--- src/pwr_pkg.sv ---
// ~~~~~~~~~~~~~~~~~~~~~~~~~~~~~~~~~~~~~~~~~~~~~~~~~
// power controller package
// command, opcode and per-domain control types
// ~~~~~~~~~~~~~~~~~~~~~~~~~~~~~~~~~~~~~~~~~~~~~~~~~

package pwr_pkg;

  localparam int MAX_DOMAINS = 8;
  localparam int DOMAIN_W    = 3;

  // codes 5..7 are reserved
  typedef enum logic [2:0] {
    op_power_off = 3'd0,
    op_power_on  = 3'd1,
    op_ret_set   = 3'd2,
    op_ret_clr   = 3'd3,
    op_irq_clear = 3'd4
  } pwr_op_e;

  typedef struct packed {
    pwr_op_e             op;
    logic [DOMAIN_W-1:0] domain;
  } pwr_cmd_t;

  // all active low, one set per domain
  typedef struct packed {
    logic pwrgate_en_n;
    logic isogate_en_n;
    logic rst_n;
    logic clkgate_en_n;
    logic retentive_en_n;
  } pwr_out_t;

  // powered, running, not retentive
  localparam pwr_out_t PWR_OUT_ON = '{
    pwrgate_en_n:   1'b1,
    isogate_en_n:   1'b1,
    rst_n:          1'b1,
    clkgate_en_n:   1'b1,
    retentive_en_n: 1'b1
  };

endpackage
--- src/pwr_cmd_decode.sv ---
// ~~~~~~~~~~~~~~~~~~~~~~~~~~~~~~~~~~~~~~~~~~~~~~~~~
// power command decoder
// validates strobed commands, routes them to a domain
// ~~~~~~~~~~~~~~~~~~~~~~~~~~~~~~~~~~~~~~~~~~~~~~~~~
`timescale 1ns/1ps

module pwr_cmd_decode #(
  parameter int NUM_DOMAINS = 4
) (
  input  logic                   clk_i,
  input  logic                   rst_n_i,
  input  logic                   cmd_valid_i,
  input  pwr_pkg::pwr_cmd_t      cmd_i,
  output logic [NUM_DOMAINS-1:0] start_o,
  output pwr_pkg::pwr_cmd_t      start_cmd_o,
  output logic                   irq_clr_o
);

  logic                   dom_ok;
  logic                   seq_op;
  logic                   clr_op;
  logic [NUM_DOMAINS-1:0] start_d;

  assign dom_ok = (int'(cmd_i.domain) < NUM_DOMAINS);

  always_comb begin
    seq_op = 1'b0;
    clr_op = 1'b0;
    case (cmd_i.op)
      pwr_pkg::op_power_off,
      pwr_pkg::op_power_on,
      pwr_pkg::op_ret_set,
      pwr_pkg::op_ret_clr: seq_op = 1'b1;
      pwr_pkg::op_irq_clear: clr_op = 1'b1;
      default: ;
    endcase
  end

  // one-hot by domain index
  always_comb begin
    for (int i = 0; i < NUM_DOMAINS; i++) begin
      start_d[i] = cmd_valid_i && seq_op && dom_ok && (int'(cmd_i.domain) == i);
    end
  end

  always_ff @(posedge clk_i or negedge rst_n_i) begin
    if (!rst_n_i) begin
      start_o   <= '0;
      irq_clr_o <= 1'b0;
    end else begin
      start_o   <= start_d;
      irq_clr_o <= cmd_valid_i && clr_op && dom_ok;
    end
  end

  // held until the next command
  always_ff @(posedge clk_i) begin
    if (cmd_valid_i) begin
      start_cmd_o <= cmd_i;
    end
  end

  a_start_onehot: assert property (@(posedge clk_i) disable iff (!rst_n_i)
    $onehot0(start_o));

endmodule

--- src/pwr_ctrl_top.sv ---
// ~~~~~~~~~~~~~~~~~~~~~~~~~~~~~~~~~~~~~~~~~~~~~~~~~
// power controller top
// decoder, per-domain sequencers and event unit
// ~~~~~~~~~~~~~~~~~~~~~~~~~~~~~~~~~~~~~~~~~~~~~~~~~
`timescale 1ns/1ps

module pwr_ctrl_top #(
  parameter int NUM_DOMAINS   = 4,
  parameter int SETTLE_CYCLES = 4
) (
  input  logic                                clk_i,
  input  logic                                rst_n_i,
  input  logic                                dbg_rst_ni,
  input  logic                                cmd_valid_i,
  input  pwr_pkg::pwr_cmd_t                   cmd_i,
  input  logic [NUM_DOMAINS-1:0]              pwrgate_ack_ni,
  output pwr_pkg::pwr_out_t [NUM_DOMAINS-1:0] pwr_o,
  output logic [NUM_DOMAINS-1:0]              done_o,
  output logic                                pwr_irq_o
);

  logic [NUM_DOMAINS-1:0]              start;
  pwr_pkg::pwr_cmd_t                   start_cmd;
  logic                                irq_clr;
  pwr_pkg::pwr_out_t [NUM_DOMAINS-1:0] seq_out;
  logic [NUM_DOMAINS-1:0]              seq_done;

  if (NUM_DOMAINS < 1 || NUM_DOMAINS > pwr_pkg::MAX_DOMAINS) begin : g_bad_cfg
    $error("NUM_DOMAINS out of range");
  end

  pwr_cmd_decode #(
    .NUM_DOMAINS(NUM_DOMAINS)
  ) i_cmd_decode (
    .clk_i,
    .rst_n_i,
    .cmd_valid_i,
    .cmd_i,
    .start_o    (start),
    .start_cmd_o(start_cmd),
    .irq_clr_o  (irq_clr)
  );

  // one sequencer per domain
  for (genvar i = 0; i < NUM_DOMAINS; i++) begin : g_seq
    pwr_domain_seq #(
      .SETTLE_CYCLES(SETTLE_CYCLES)
    ) i_domain_seq (
      .clk_i,
      .rst_n_i,
      .start_i       (start[i]),
      .op_i          (start_cmd.op),
      .pwrgate_ack_ni(pwrgate_ack_ni[i]),
      .pwr_o         (seq_out[i]),
      .done_o        (seq_done[i])
    );
  end

  pwr_event_unit #(
    .NUM_DOMAINS(NUM_DOMAINS)
  ) i_event_unit (
    .clk_i,
    .rst_n_i,
    .dbg_rst_ni,
    .seq_out_i (seq_out),
    .seq_done_i(seq_done),
    .irq_clr_i (irq_clr),
    .pwr_o,
    .done_o,
    .pwr_irq_o
  );

endmodule

--- src/pwr_domain_seq.sv ---
// ~~~~~~~~~~~~~~~~~~~~~~~~~~~~~~~~~~~~~~~~~~~~~~~~~
// power domain sequencer
// ordered power-off/on steps with switch ack wait
// ~~~~~~~~~~~~~~~~~~~~~~~~~~~~~~~~~~~~~~~~~~~~~~~~~
`timescale 1ns/1ps

module pwr_domain_seq #(
  parameter int SETTLE_CYCLES = 4
) (
  input  logic              clk_i,
  input  logic              rst_n_i,
  input  logic              start_i,
  input  pwr_pkg::pwr_op_e  op_i,
  input  logic              pwrgate_ack_ni,
  output pwr_pkg::pwr_out_t pwr_o,
  output logic              done_o
);

  localparam int CNT_W = $clog2(SETTLE_CYCLES + 2);

  typedef enum logic [3:0] {
    s_idle,
    s_off_clk,
    s_off_rst,
    s_off_iso,
    s_off_ret,
    s_off_sw,
    s_off_wait,
    s_on_ret,
    s_on_sw,
    s_on_wait,
    s_on_settle,
    s_on_iso,
    s_on_rst,
    s_on_clk,
    s_ret_done
  } state_e;

  state_e            state_q;
  pwr_pkg::pwr_out_t pwr_q;
  logic              retained_q;
  logic              done_q;
  logic [CNT_W-1:0]  cnt_q;
  logic              ack_match;
  logic              ret_req;

  // switch cell has caught up with the enable
  assign ack_match = (pwrgate_ack_ni == pwr_q.pwrgate_en_n);
  assign ret_req   = (op_i == pwr_pkg::op_ret_set);

  always_ff @(posedge clk_i or negedge rst_n_i) begin
    if (!rst_n_i) begin
      state_q    <= s_idle;
      pwr_q      <= pwr_pkg::PWR_OUT_ON;
      retained_q <= 1'b0;
      done_q     <= 1'b0;
      cnt_q      <= '0;
    end else begin
      done_q <= 1'b0;
      case (state_q)
        s_idle: begin
          // requests for the current state are dropped
          if (start_i) begin
            case (op_i)
              pwr_pkg::op_power_off: begin
                if (pwr_q.pwrgate_en_n) begin
                  state_q <= s_off_clk;
                end
              end
              pwr_pkg::op_power_on: begin
                if (!pwr_q.pwrgate_en_n) begin
                  state_q <= s_on_ret;
                end
              end
              pwr_pkg::op_ret_set,
              pwr_pkg::op_ret_clr: begin
                if (retained_q != ret_req) begin
                  retained_q <= ret_req;
                  state_q    <= s_ret_done;
                end
              end
              default: ;
            endcase
          end
        end
        s_off_clk: begin
          pwr_q.clkgate_en_n <= 1'b0;
          state_q            <= s_off_rst;
        end
        s_off_rst: begin
          pwr_q.rst_n <= 1'b0;
          state_q     <= s_off_iso;
        end
        s_off_iso: begin
          pwr_q.isogate_en_n <= 1'b0;
          state_q            <= s_off_ret;
        end
        s_off_ret: begin
          pwr_q.retentive_en_n <= ~retained_q;
          state_q              <= s_off_sw;
        end
        s_off_sw: begin
          pwr_q.pwrgate_en_n <= 1'b0;
          state_q            <= s_off_wait;
        end
        s_off_wait: begin
          if (ack_match) begin
            done_q  <= 1'b1;
            state_q <= s_idle;
          end
        end
        s_on_ret: begin
          pwr_q.retentive_en_n <= 1'b1;
          state_q              <= s_on_sw;
        end
        s_on_sw: begin
          pwr_q.pwrgate_en_n <= 1'b1;
          state_q            <= s_on_wait;
        end
        s_on_wait: begin
          if (ack_match) begin
            cnt_q   <= CNT_W'(SETTLE_CYCLES);
            state_q <= s_on_settle;
          end
        end
        s_on_settle: begin
          if (cnt_q <= CNT_W'(1)) begin
            state_q <= s_on_iso;
          end else begin
            cnt_q <= cnt_q - CNT_W'(1);
          end
        end
        s_on_iso: begin
          pwr_q.isogate_en_n <= 1'b1;
          state_q            <= s_on_rst;
        end
        s_on_rst: begin
          pwr_q.rst_n <= 1'b1;
          state_q     <= s_on_clk;
        end
        s_on_clk: begin
          pwr_q.clkgate_en_n <= 1'b1;
          done_q             <= 1'b1;
          state_q            <= s_idle;
        end
        s_ret_done: begin
          done_q  <= 1'b1;
          state_q <= s_idle;
        end
        default: state_q <= s_idle;
      endcase
    end
  end

  assign pwr_o  = pwr_q;
  assign done_o = done_q;

  // switch may only be open behind isolation
  a_iso_when_off: assert property (@(posedge clk_i) disable iff (!rst_n_i)
    !pwr_q.pwrgate_en_n |-> !pwr_q.isogate_en_n);

  a_rst_when_clk_iso: assert property (@(posedge clk_i) disable iff (!rst_n_i)
    (pwr_q.clkgate_en_n && !pwr_q.isogate_en_n) |-> !pwr_q.rst_n);

endmodule

--- src/pwr_event_unit.sv ---
// ~~~~~~~~~~~~~~~~~~~~~~~~~~~~~~~~~~~~~~~~~~~~~~~~~
// power event unit
// done strobes, sticky irq, debug reset gating
// ~~~~~~~~~~~~~~~~~~~~~~~~~~~~~~~~~~~~~~~~~~~~~~~~~
`timescale 1ns/1ps

module pwr_event_unit #(
  parameter int NUM_DOMAINS = 4
) (
  input  logic                                clk_i,
  input  logic                                rst_n_i,
  input  logic                                dbg_rst_ni,
  input  pwr_pkg::pwr_out_t [NUM_DOMAINS-1:0] seq_out_i,
  input  logic [NUM_DOMAINS-1:0]              seq_done_i,
  input  logic                                irq_clr_i,
  output pwr_pkg::pwr_out_t [NUM_DOMAINS-1:0] pwr_o,
  output logic [NUM_DOMAINS-1:0]              done_o,
  output logic                                pwr_irq_o
);

  logic pend_q;

  always_ff @(posedge clk_i or negedge rst_n_i) begin
    if (!rst_n_i) begin
      done_o <= '0;
      pend_q <= 1'b0;
    end else begin
      done_o <= seq_done_i;
      // a new completion beats a clear in the same cycle
      if (|seq_done_i) begin
        pend_q <= 1'b1;
      end else if (irq_clr_i) begin
        pend_q <= 1'b0;
      end
    end
  end

  assign pwr_irq_o = pend_q;

  // debug module reset also holds every domain in reset
  always_comb begin
    for (int i = 0; i < NUM_DOMAINS; i++) begin
      pwr_o[i]       = seq_out_i[i];
      pwr_o[i].rst_n = seq_out_i[i].rst_n & dbg_rst_ni;
    end
  end

  a_irq_after_done: assert property (@(posedge clk_i) disable iff (!rst_n_i)
    $rose(pwr_irq_o) |-> $past(|seq_done_i));

endmodule

--- config.mk ---
export PLATFORM = sky130hd
export DESIGN_NAME = pwr_ctrl_top
export DESIGN_NICKNAME = d
export VERILOG_FILES = /design/src/pwr_pkg.sv /design/src/pwr_cmd_decode.sv /design/src/pwr_ctrl_top.sv /design/src/pwr_domain_seq.sv /design/src/pwr_event_unit.sv
export SDC_FILE = /design/constraint.sdc
export NUM_CORES = 1
export LEC_CHECK = 0
export BUFFER_PORTS_ARGS = -buffer_cell sky130_fd_sc_hd__buf_4
export CORE_MARGIN = 4
export CORE_UTILIZATION = 56
export CTS_BUF_LIST = sky130_fd_sc_hd__clkbuf_4 sky130_fd_sc_hd__clkbuf_8
export DETAILED_ROUTE_END_ITERATION = 7
export GPL_ROUTABILITY_DRIVEN = 1
export GPL_TIMING_DRIVEN = 0
export PLACE_DENSITY = 0.87
export SYNTH_ARGS = -nofsm -noshare
export SYNTH_HDL_FRONTEND = slang
export SYNTH_SLANG_ARGS = --single-unit
--- constraint.sdc ---
create_clock -name clk_i -period 1.85 [get_ports clk_i]
set_clock_uncertainty 0.2 [all_clocks]
set_input_delay 0.0925 -clock clk_i [delete_from_list [all_inputs] [get_ports clk_i]]
set_output_delay 0.0925 -clock clk_i [all_outputs]
set_load 0.01 [all_outputs]
Word level (Yosys, flattened, before mapping)
Cells that the tools add are included.

storage, ports and cells
  register bits after elaboration = 69
  output and inout port bits = 25
  word-level logic and storage cells = 307

operators by class
  $add $sub $neg = 4
  order comparisons = 5
  equal/unequal tests = 110
  mux-type cells = 80
  bitwise operators = 8
  reduce and logical (&&, ||, !) cells = 59

operator list
  operator             number
  $pmux 4 s13          4
  $eq 4x4->1 const B   28
  $mux 4               28
  $eq 4x3->1 const B   16
  $reduce_bool 2->1    25
  $pmux 1 s2           24
  $pmux 4 s3           4
  $eq 4x2->1 const B   8
  $reduce_and 8->1     4
  $mux 3               8
  $ne 2x1->1 const B   12
  $ne 3x2->1 const B   8
  $pmux 3 s2           4
  $eq 4x1->1 const B   4
  $logic_not 4->1      4
  $ne 2x2->1 const B   8
  $reduce_and 4->1     4
  $eq 3x2->1 const B   5
  $le 3x1->1 const B   4
  $ne 3x3->1 const B   4
  $ne 4x4->1 const B   3
  $reduce_and 3->1     4
  $sub 3x1->3 const B  4
  $reduce_or 2->1      5
  12 further kinds     44

Depth between registers and ports, before layout
Gate-level depths: netlist of the first run.

  word-level depth = 6
  gate-level depth with buffers = 7

Modules after synthesis
From an unflattened synthesis of the first run, not the netlist that was laid out.

unflattened totals
  cell total of the unflattened synthesis = 459
  area total of the unflattened synthesis = 4275.4 um^2

modules (own cells, without submodules)
  module                                       times used  cells an instance  area an instance (um^2)  seq. area each (um^2)
  pwr_domain_seq at g_seq[0].i_domain_seq ...  2           103                908.4                    356.6
  pwr_domain_seq at g_seq[2].i_domain_seq ...  2           103                898.4                    356.6
  pwr_cmd_decode                               1           19                 376.6                    305.3
  pwr_event_unit                               1           28                 285.3                    125.1

Least setup slack after synthesis of the first run
No wires, ideal clock.

  kind = reg-to-reg
  start = register g_seq[0].i_domain_seq.cnt_q[1]
  end = register g_seq[0].i_domain_seq.state_q[0]
  library setup time = 64 ps
  arrival = 1651 ps
  data required time = 1586 ps
  slack = -65 ps
  stages on the path, launching flop included = 8
  buffers on the path = 0
  clock period less this slack = 1915 ps
  cell sequence = dfrtp_1 -> inv_1 -> ha_1 -> o21ba_1 -> o2111ai_2 -> o311ai_4 -> a2111oi_2 -> a21o_1

on the way
  longest elaborated chain between the ends = 3

ends and longest elaborated chain
  element                     line                   RTL
  from (decl)                 pwr_domain_seq.sv:43   logic [CNT_W-1:0] cnt_q;
  from (signal assigned)      pwr_domain_seq.sv:122  cnt_q <= CNT_W'(SETTLE_CYCLES);
  from (signal assigned)      pwr_domain_seq.sv:130  cnt_q <= cnt_q - CNT_W'(1);
  $le 3x1->1                  pwr_domain_seq.sv:127  if (cnt_q <= CNT_W'(1)) begin
  $ne 2x1->1 (no line)        -
  $reduce_and 8->1 (no line)  -
  to (signal assigned)        pwr_domain_seq.sv:123  state_q <= s_on_settle;
  to (signal assigned)        pwr_domain_seq.sv:128  state_q <= s_on_iso;
  to (signal assigned)        pwr_domain_seq.sv:135  state_q <= s_on_rst;
  to (decl)                   pwr_domain_seq.sv:39   state_e state_q;

Every way passes these cells.
A chain may end at the register's enable or synchronous reset.

Worst setup path after layout of the first run
  start = register i_cmd_decode.start_cmd_o[4] (netlist bit)
  end = register g_seq[1].i_domain_seq.state_q[2]

on the way
  longest elaborated chain between the ends = 5

ends and longest elaborated chain
  element                               line                                        RTL
  from (decl)                           pwr_cmd_decode.sv:15                        output pwr_pkg::pwr_cmd_t start_cmd_o,
  from (signal assigned)                pwr_cmd_decode.sv:59                        start_cmd_o <= cmd_i;
  $eq 3x2->1, on equally long branches  pwr_domain_seq.sv:64, pwr_domain_seq.sv:49
  $reduce_or 2->1                       pwr_domain_seq.sv:64                        case (op_i)
  $pmux 4 s3                            pwr_domain_seq.sv:64
  $mux 4                                pwr_domain_seq.sv:63                        if (start_i) begin
  $pmux 4 s13                           pwr_domain_seq.sv:60                        case (state_q)
  to (signal assigned)                  pwr_domain_seq.sv:67                        state_q <= s_off_clk;
  to (signal assigned)                  pwr_domain_seq.sv:72                        state_q <= s_on_ret;
  to (signal assigned)                  pwr_domain_seq.sv:79                        state_q <= s_ret_done;
  to (decl)                             pwr_domain_seq.sv:39

Several ways; a longest one is shown, not always the timed one. The select of a mux whose other input is x is not followed.

==> impl_metrics.ini, run 1 <==
[worst_hold_path]
min_from = cmd_i[2]
hold_path.class = in2reg

[pwr]
pwr-share-seq = 0.335
clkPwrFrac = 0.130
power_switching_share = 0.4309
finalPower_uw = 8533
vdd_drop_max_v = 0.0008048
cellLeakagePower_uw = 0.002280
switchingPower_uw = 3677
combPwrFrac = 0.536
powerDensity_nw_per_um2 = 1615
p_int_uw = 4857

[layout]
layout_commonest_cell = buf_4
multi_input_area_sq_um = 2285
ff_latch_area_sq_um = 1772
mostFrequentLayoutCells = buf_4, nand2_1, dfrtp_1
fin_area_sq_um = 5283
antenna-diode-count = 0
area_growth_pct = 29.11
num-nets-final = 554
drive_above_1_share = 0.3482
fill_cells = 438

[synthesis]
synth-async-reset-ratio = 0.9565
synthDistinctLibCells = 70
synth_edf_count = 3
synth_warnings = 0
synth-seq-area-share = 0.4318
syn_area_sq_um = 4091
syn_inst = 448
syn_area_per_cell_sq_um = 9.133
synth_nets = 470
ys_seq_elements = 69
synth-main-ff-cell = dfrtp_1

[grt]
antenna_found_initial = 0
track_usage = 0.2511
grt-ovfl-total = 0
grt_pass1_wl_microns = 17460
grt_max_degree = 67
first_global_vias = 3694

[worst_setup_path]
critPathLaunchType = register
path_max_fanout = 6
end_kind = register
critical_path_class = reg2reg
startpoint = i_cmd_decode.start_cmd_o[4]$_DFFE_PP_
crit_required_ns = 1.88
regToRegStartpoint = i_cmd_decode.start_cmd_o[4]$_DFFE_PP_
worstPathArrival_ns = 2.03

[clock_tree]
cts_tree = yes
cts_root_buf = clkbuf_8
cts_buffers = 9
clock-sinks = 69
cts_buffer_depth = 2
ctsHtreeMaxLevel = 3
path_clk_slew_ns = 0.08
clock_latency_ns = 0.34

[timing]
tightest_slew_ns = 0.8389
final.period_utilization = 1.079
timing.final.ws_setup_ns = -0.1465
hold_viol_final = 0
finalSetupViolCount = 13
whs_ns = 0.04574
fin_setup_tns_ns = -0.9540
period_needed_ns = 1.996
finalMaxSlewViolations = 0
fmax_mhz = 500.9
relSlewSlack = 0.4407
rsz0062_at_grt = true

[route]
routed_wl_microns = 11220
dr.pass1.iters = 5
via_count = 3807
route.detailed.drc = 0
first_iter_violations = 187
ant_nets = 0
vias_per_cell = 6.014
wl_per_cell_microns = 17.73

[placement]
dpl.hpwl_microns = 6439
dpl_cell_area_sq_um = 4519
io_buffers = 38
place_congestion = 0.9263

[run_status]
violations = setup timing
outcome = complete, but fails checks

[floorplan]
die_area_sq_um = 8738
die_w_microns = 93.48
start_util = 0.5892
die_y_microns = 93.48
core_area_sq_um = 6944
io_pins = 39
num_rows = 30

[flow_run]
max_cap_viol_count = 0
registers in the layout, summed over array words and instances, names as in the netlist:
signal                         count
i_cmd_decode.start_o               4
i_cmd_decode.start_cmd_o           3
i_cmd_decode.irq_clr_o             1
i_event_unit.pwr_irq_o             1
g_seq.i_domain_seq.pwr_o          20
g_seq.i_domain_seq.done_o          4
g_seq.i_domain_seq.retained_q      4
g_seq.i_domain_seq.cnt_q          12
i_event_unit.done_o                4
g_seq.i_domain_seq.state_q        16
layer usage:
metal / track usage / wire (microns) / vias up
li1: - / - / 1724
met1: 0.3091 / 4427 / 1878
met2: 0.4258 / 5748 / 173
met3: 0.04023 / 626 / 32
met4: 0.1233 / 417 / 0
met5: 0 / 0 / -
stage by stage:
| step | utilization | worst slack, ns | std cells |
|---|---|---|---|
| 2_1_floorplan | - | -0.06042 | 448 |
| 3_3_place_gp | 0.6508 | -0.1728 | 582 |
| 3_5_place_dp | 0.6508 | -0.2023 | 582 |
| 4_1_cts | 0.7351 | -0.1044 | 633 |
| 5_1_grt | 0.7607 | -0.1873 | 633 |
| 6_report | 0.7607 | -0.1465 | 633 |
power groups by stage:
stage	clock network (uW)	logic, uW	registers (uW)
2_1_floorplan	0	2830	2610
5_1_grt	1200	4930	2930
3_5_place_dp	0	3770	2750
3_3_place_gp	0	3600	2710
6_report	1110	4570	2860
4_1_cts	1120	4210	2720
synthesized netlist by cell type (4+ instances only):
cell / count / area, sq um
and2_1: 6 / 37.54
nor2_1: 45 / 168.9
nor4bb_1: 6 / 60.06
xnor2_1: 7 / 61.31
inv_1: 24 / 90.09
a21o_1: 4 / 30.03
nand2b_1: 11 / 68.82
mux2i_1: 5 / 50.05
clkbuf_1: 16 / 60.06
nor4_1: 7 / 43.79
nand2_1: 43 / 161.4
o21bai_1: 4 / 30.03
a22oi_1: 4 / 30.03
dfrtp_1: 46 / 1151
ha_1: 8 / 100.1
buf_4: 17 / 127.6
dfstp_2: 20 / 525.5
nand3_1: 14 / 70.07
o21ai_0: 41 / 205.2
xor2_1: 4 / 35.03
nor2b_1: 8 / 50.05
a21oi_1: 28 / 140.1
o31ai_1: 6 / 45.04
path summary, 6_finish.rpt:
kind | to | slack (ns) | cells past startpoint
max | g_seq[1].i_domain_seq.state_q[2]$_DFFE_PN0P_ | -0.15 | 6
min | i_cmd_decode.start_o[2]$_DFF_PN0_ | 0.05 | 5
max reg2reg | g_seq[1].i_domain_seq.state_q[2]$_DFFE_PN0P_ | -0.15 | 6
min reg2reg | i_event_unit.done_o[1]$_DFF_PN0_ | 0.21 | 0
max in group asynchronous | g_seq[2].i_domain_seq.state_q[1]$_DFFE_PN0P_ | 0.65 | 2
min in group asynchronous | g_seq[0].i_domain_seq.cnt_q[1]$_DFFE_PN0P_ | 0.19 | 2
cell type report:
cell class                 count  share of cell area
inverter                      24             0.01705
timing repair buffer          76              0.1156
multi-input combinational    316              0.4325
clock inverter                 5            0.004974
sequential                    69              0.3354
tap                           96             0.02274
buffer                        36             0.04429
clock buffer                  11             0.02748
logic make-up after synthesis:
family | share of synthesized area
simple gates | 0.2055
compound gates | 0.2083
flops | 0.4318
buf+inv | 0.08043
xor+xnor | 0.02355
mux | 0.02599
fa+ha+maj | 0.02447
critical path, stage by stage (launching register included):
cell and delay, ns:
edfxtp_1 0.47, buf_6 0.17, or2_4 0.24, and3_4 0.16
o311ai_4 0.36, mux2i_1 0.22, nand2_1 0.07
timing repair:
item	4_1_cts	5_1_grt
hold endpoints to repair	65	0
pin swaps	13	10
setup buffers	20	5
setup endpoints to repair	14	29
hold buffers	14	0
cloned	1	0
resized for setup	31	46
(Power assumes the default switching activity.)
==> run 2: changes to the inputs <==
Settings changed: ABC_CLOCK_PERIOD_IN_PS set to 1850, CTS_CLUSTER_DIAMETER set to 120, SETUP_SLACK_MARGIN set to 0.02.
==> run 2 against run 1 <==
Compared with the run above:
- power up 5.9%
- largest cell class unchanged
- setup slack lost 0.015 ns
- design area grew 0.97%
- the flow still finishes with violations (setup timing)
- die area unchanged
- critical path type unchanged
- worst hold slack better by 0.0076 ns
- cell count rose by 0.79%
- combinational power up 2%
- fmax down 0.74%
- clock power rose by 39%
- non-clock buffer count grew 4
==> impl_metrics.ini, run 2 (synthesis results as in run 1) <==
[worst_hold_path]
hold_path.class = in2reg
hold_end = g_seq[0].i_domain_seq.done_o$_DFF_PN0_
whs_path_depth = 4
min_from = pwrgate_ack_ni[0]

[pwr]
combPwrFrac = 0.514
p_int_uw = 5300
vdd_drop_max_v = 0.001065
switchingPower_uw = 3733
power_switching_share = 0.4132
powerDensity_nw_per_um2 = 1694
clkPwrFrac = 0.170
pwr-share-seq = 0.315
cellLeakagePower_uw = 0.002328

[grt]
grt_pass1_wl_microns = 18170
antenna_found_initial = 0
first_global_vias = 3797
track_usage = 0.2655
grt-ovfl-total = 0
grt_max_degree = 67

[floorplan]
die_area_sq_um = 8738
io_pins = 39
die_y_microns = 93.48
core_area_sq_um = 6944
die_w_microns = 93.48
start_util = 0.5892
num_rows = 30

[clock_tree]
cts_buffers = 9
clock-sinks = 69
cts_root_buf = clkbuf_8
cts_buffer_depth = 2
clock_latency_ns = 0.36
ctsHtreeMaxLevel = 3
path_clk_slew_ns = 0.07
cts_tree = yes

[run_status]
violations = setup timing
outcome = complete, but fails checks

[route]
dr.pass1.iters = 5
via_count = 3805
route.detailed.drc = 0
first_iter_violations = 278
vias_per_cell = 5.964
wl_per_cell_microns = 17.98
routed_wl_microns = 11470
ant_nets = 0

[flow_run]
max_cap_viol_count = 0

[worst_setup_path]
critical_path_class = reg2reg
worstPathArrival_ns = 2.05
regToRegStartpoint = i_cmd_decode.start_cmd_o[4]$_DFFE_PP_
rr_worst_depth = 6
end_kind = register
r2r_end = g_seq[1].i_domain_seq.state_q[2]$_DFFE_PN0P_
path_max_fanout = 8
regToRegSetupSlack_ns = -0.16
crit_required_ns = 1.89
critPathLaunchType = register

[timing]
period_needed_ns = 2.011
fin_setup_tns_ns = -1.323
rsz0062_at_grt = true
hold_viol_final = 0
timing.final.ws_setup_ns = -0.1613
fmax_mhz = 497.2
finalMaxSlewViolations = 0
tightest_slew_ns = 0.8479
relSlewSlack = 0.4347
whs_ns = 0.05334
finalSetupViolCount = 14
final.period_utilization = 1.087

[layout]
area_growth_pct = 30.37
largest_register_ffs = 20
utilization = 0.7681
mostFrequentLayoutCells = buf_4, dfrtp_1, nand2_1
fill_cells = 428
layout_commonest_cell = buf_4
drive_above_1_share = 0.3475
num-nets-final = 558

[placement]
dpl.hpwl_microns = 6587
place_congestion = 0.8910
io_buffers = 38
==> run 2: cell count changes in the layout (fill, tap and decap cells not counted), sizes merged <==
cell    before  now
buf         84   88
diode        0    1
clkbuf      25   24
clkinv       4    2
bufinv       0    3
==> run 2: power by group through the flow <==
stage	clock network [uW]	logic (uW)	registers, uW
after floorplan	0	2830	2610
after global placement	0	3600	2710
after detailed placement	0	3780	2750
after CTS	1530	4380	2740
after global routing	1600	5050	2920
final	1540	4650	2850
==> run 2: worst max path at each step <==
stage	from	slack (ns)	depth (start not counted)	endpoint
after floorplan	g_seq[2].i_domain_seq.state_q[3]$_DFFE_PN0P_	-0.06	6	g_seq[2].i_domain_seq.state_q[1]$_DFFE_PN0P_
after global placement	g_seq[2].i_domain_seq.state_q[0]$_DFFE_PN0P_	-0.19	6	g_seq[2].i_domain_seq.state_q[1]$_DFFE_PN0P_
after detailed placement	g_seq[2].i_domain_seq.state_q[0]$_DFFE_PN0P_	-0.28	6	g_seq[2].i_domain_seq.state_q[1]$_DFFE_PN0P_
after CTS	g_seq[2].i_domain_seq.state_q[3]$_DFFE_PN0P_	-0.10	6	g_seq[2].i_domain_seq.state_q[1]$_DFFE_PN0P_
after global routing	i_cmd_decode.start_cmd_o[3]$_DFFE_PP_	-0.21	7	g_seq[2].i_domain_seq.state_q[1]$_DFFE_PN0P_
final	i_cmd_decode.start_cmd_o[4]$_DFFE_PP_	-0.16	6	g_seq[1].i_domain_seq.state_q[2]$_DFFE_PN0P_
==> run 2: repair_timing <==
action                                  4_1_cts  5_1_grt
pin swaps                                    15       13
hold buffers                                 14        0
endpoints found under the setup margin       17       26
buffers inserted                             27        5
endpoints found under the hold margin        62        0
gates resized for setup                      36       32
==> run 2: stage by stage <==
step / instance area (sq um) / total power (uW) / setup WS, ns / std cells
6_report: 5334 / 9033 / -0.1613 / 638
5_1_grt: 5331 / 9569 / -0.2127 / 637
2_1_floorplan: 4114 / 5447 / -0.06042 / 448
3_5_place_dp: 4519 / 6530 / -0.2835 / 582
3_3_place_gp: 4519 / 6308 / -0.1873 / 582
4_1_cts: 5241 / 8659 / -0.1033 / 639
==> run 2: layout make-up <==
cell class                      count  area, sq um  area share
Timing Repair Buffer               80        646.9      0.1213
Inverter                           24        90.09     0.01689
Clock inverter                      6        111.4     0.02088
Sequential cell                    69         1769      0.3317
Multi-Input combinational cell    316         2226      0.4173
Antenna cell                        1        2.502   0.0004692
Tap cell                           96        120.1     0.02252
Buffer                             36        236.5     0.04433
Clock buffer                       10        131.4     0.02463
==> run 2: critical path: stages, from the launching register on <==
cell and delay, ns:
edfxtp_1 0.42, buf_6 0.16, or2_4 0.24, and3_4 0.16
o311ai_4 0.40, mux2i_1 0.23, nand2_1 0.07
==> run 2: per-layer routing <==
layer	track usage	routed length [microns]	vias to the layer above
li1	-	-	1736
met1	0.3280	4603	1868
met2	0.4592	5904	172
met3	0.04103	626	29
met4	0.1123	336	0
met5	0	0	-
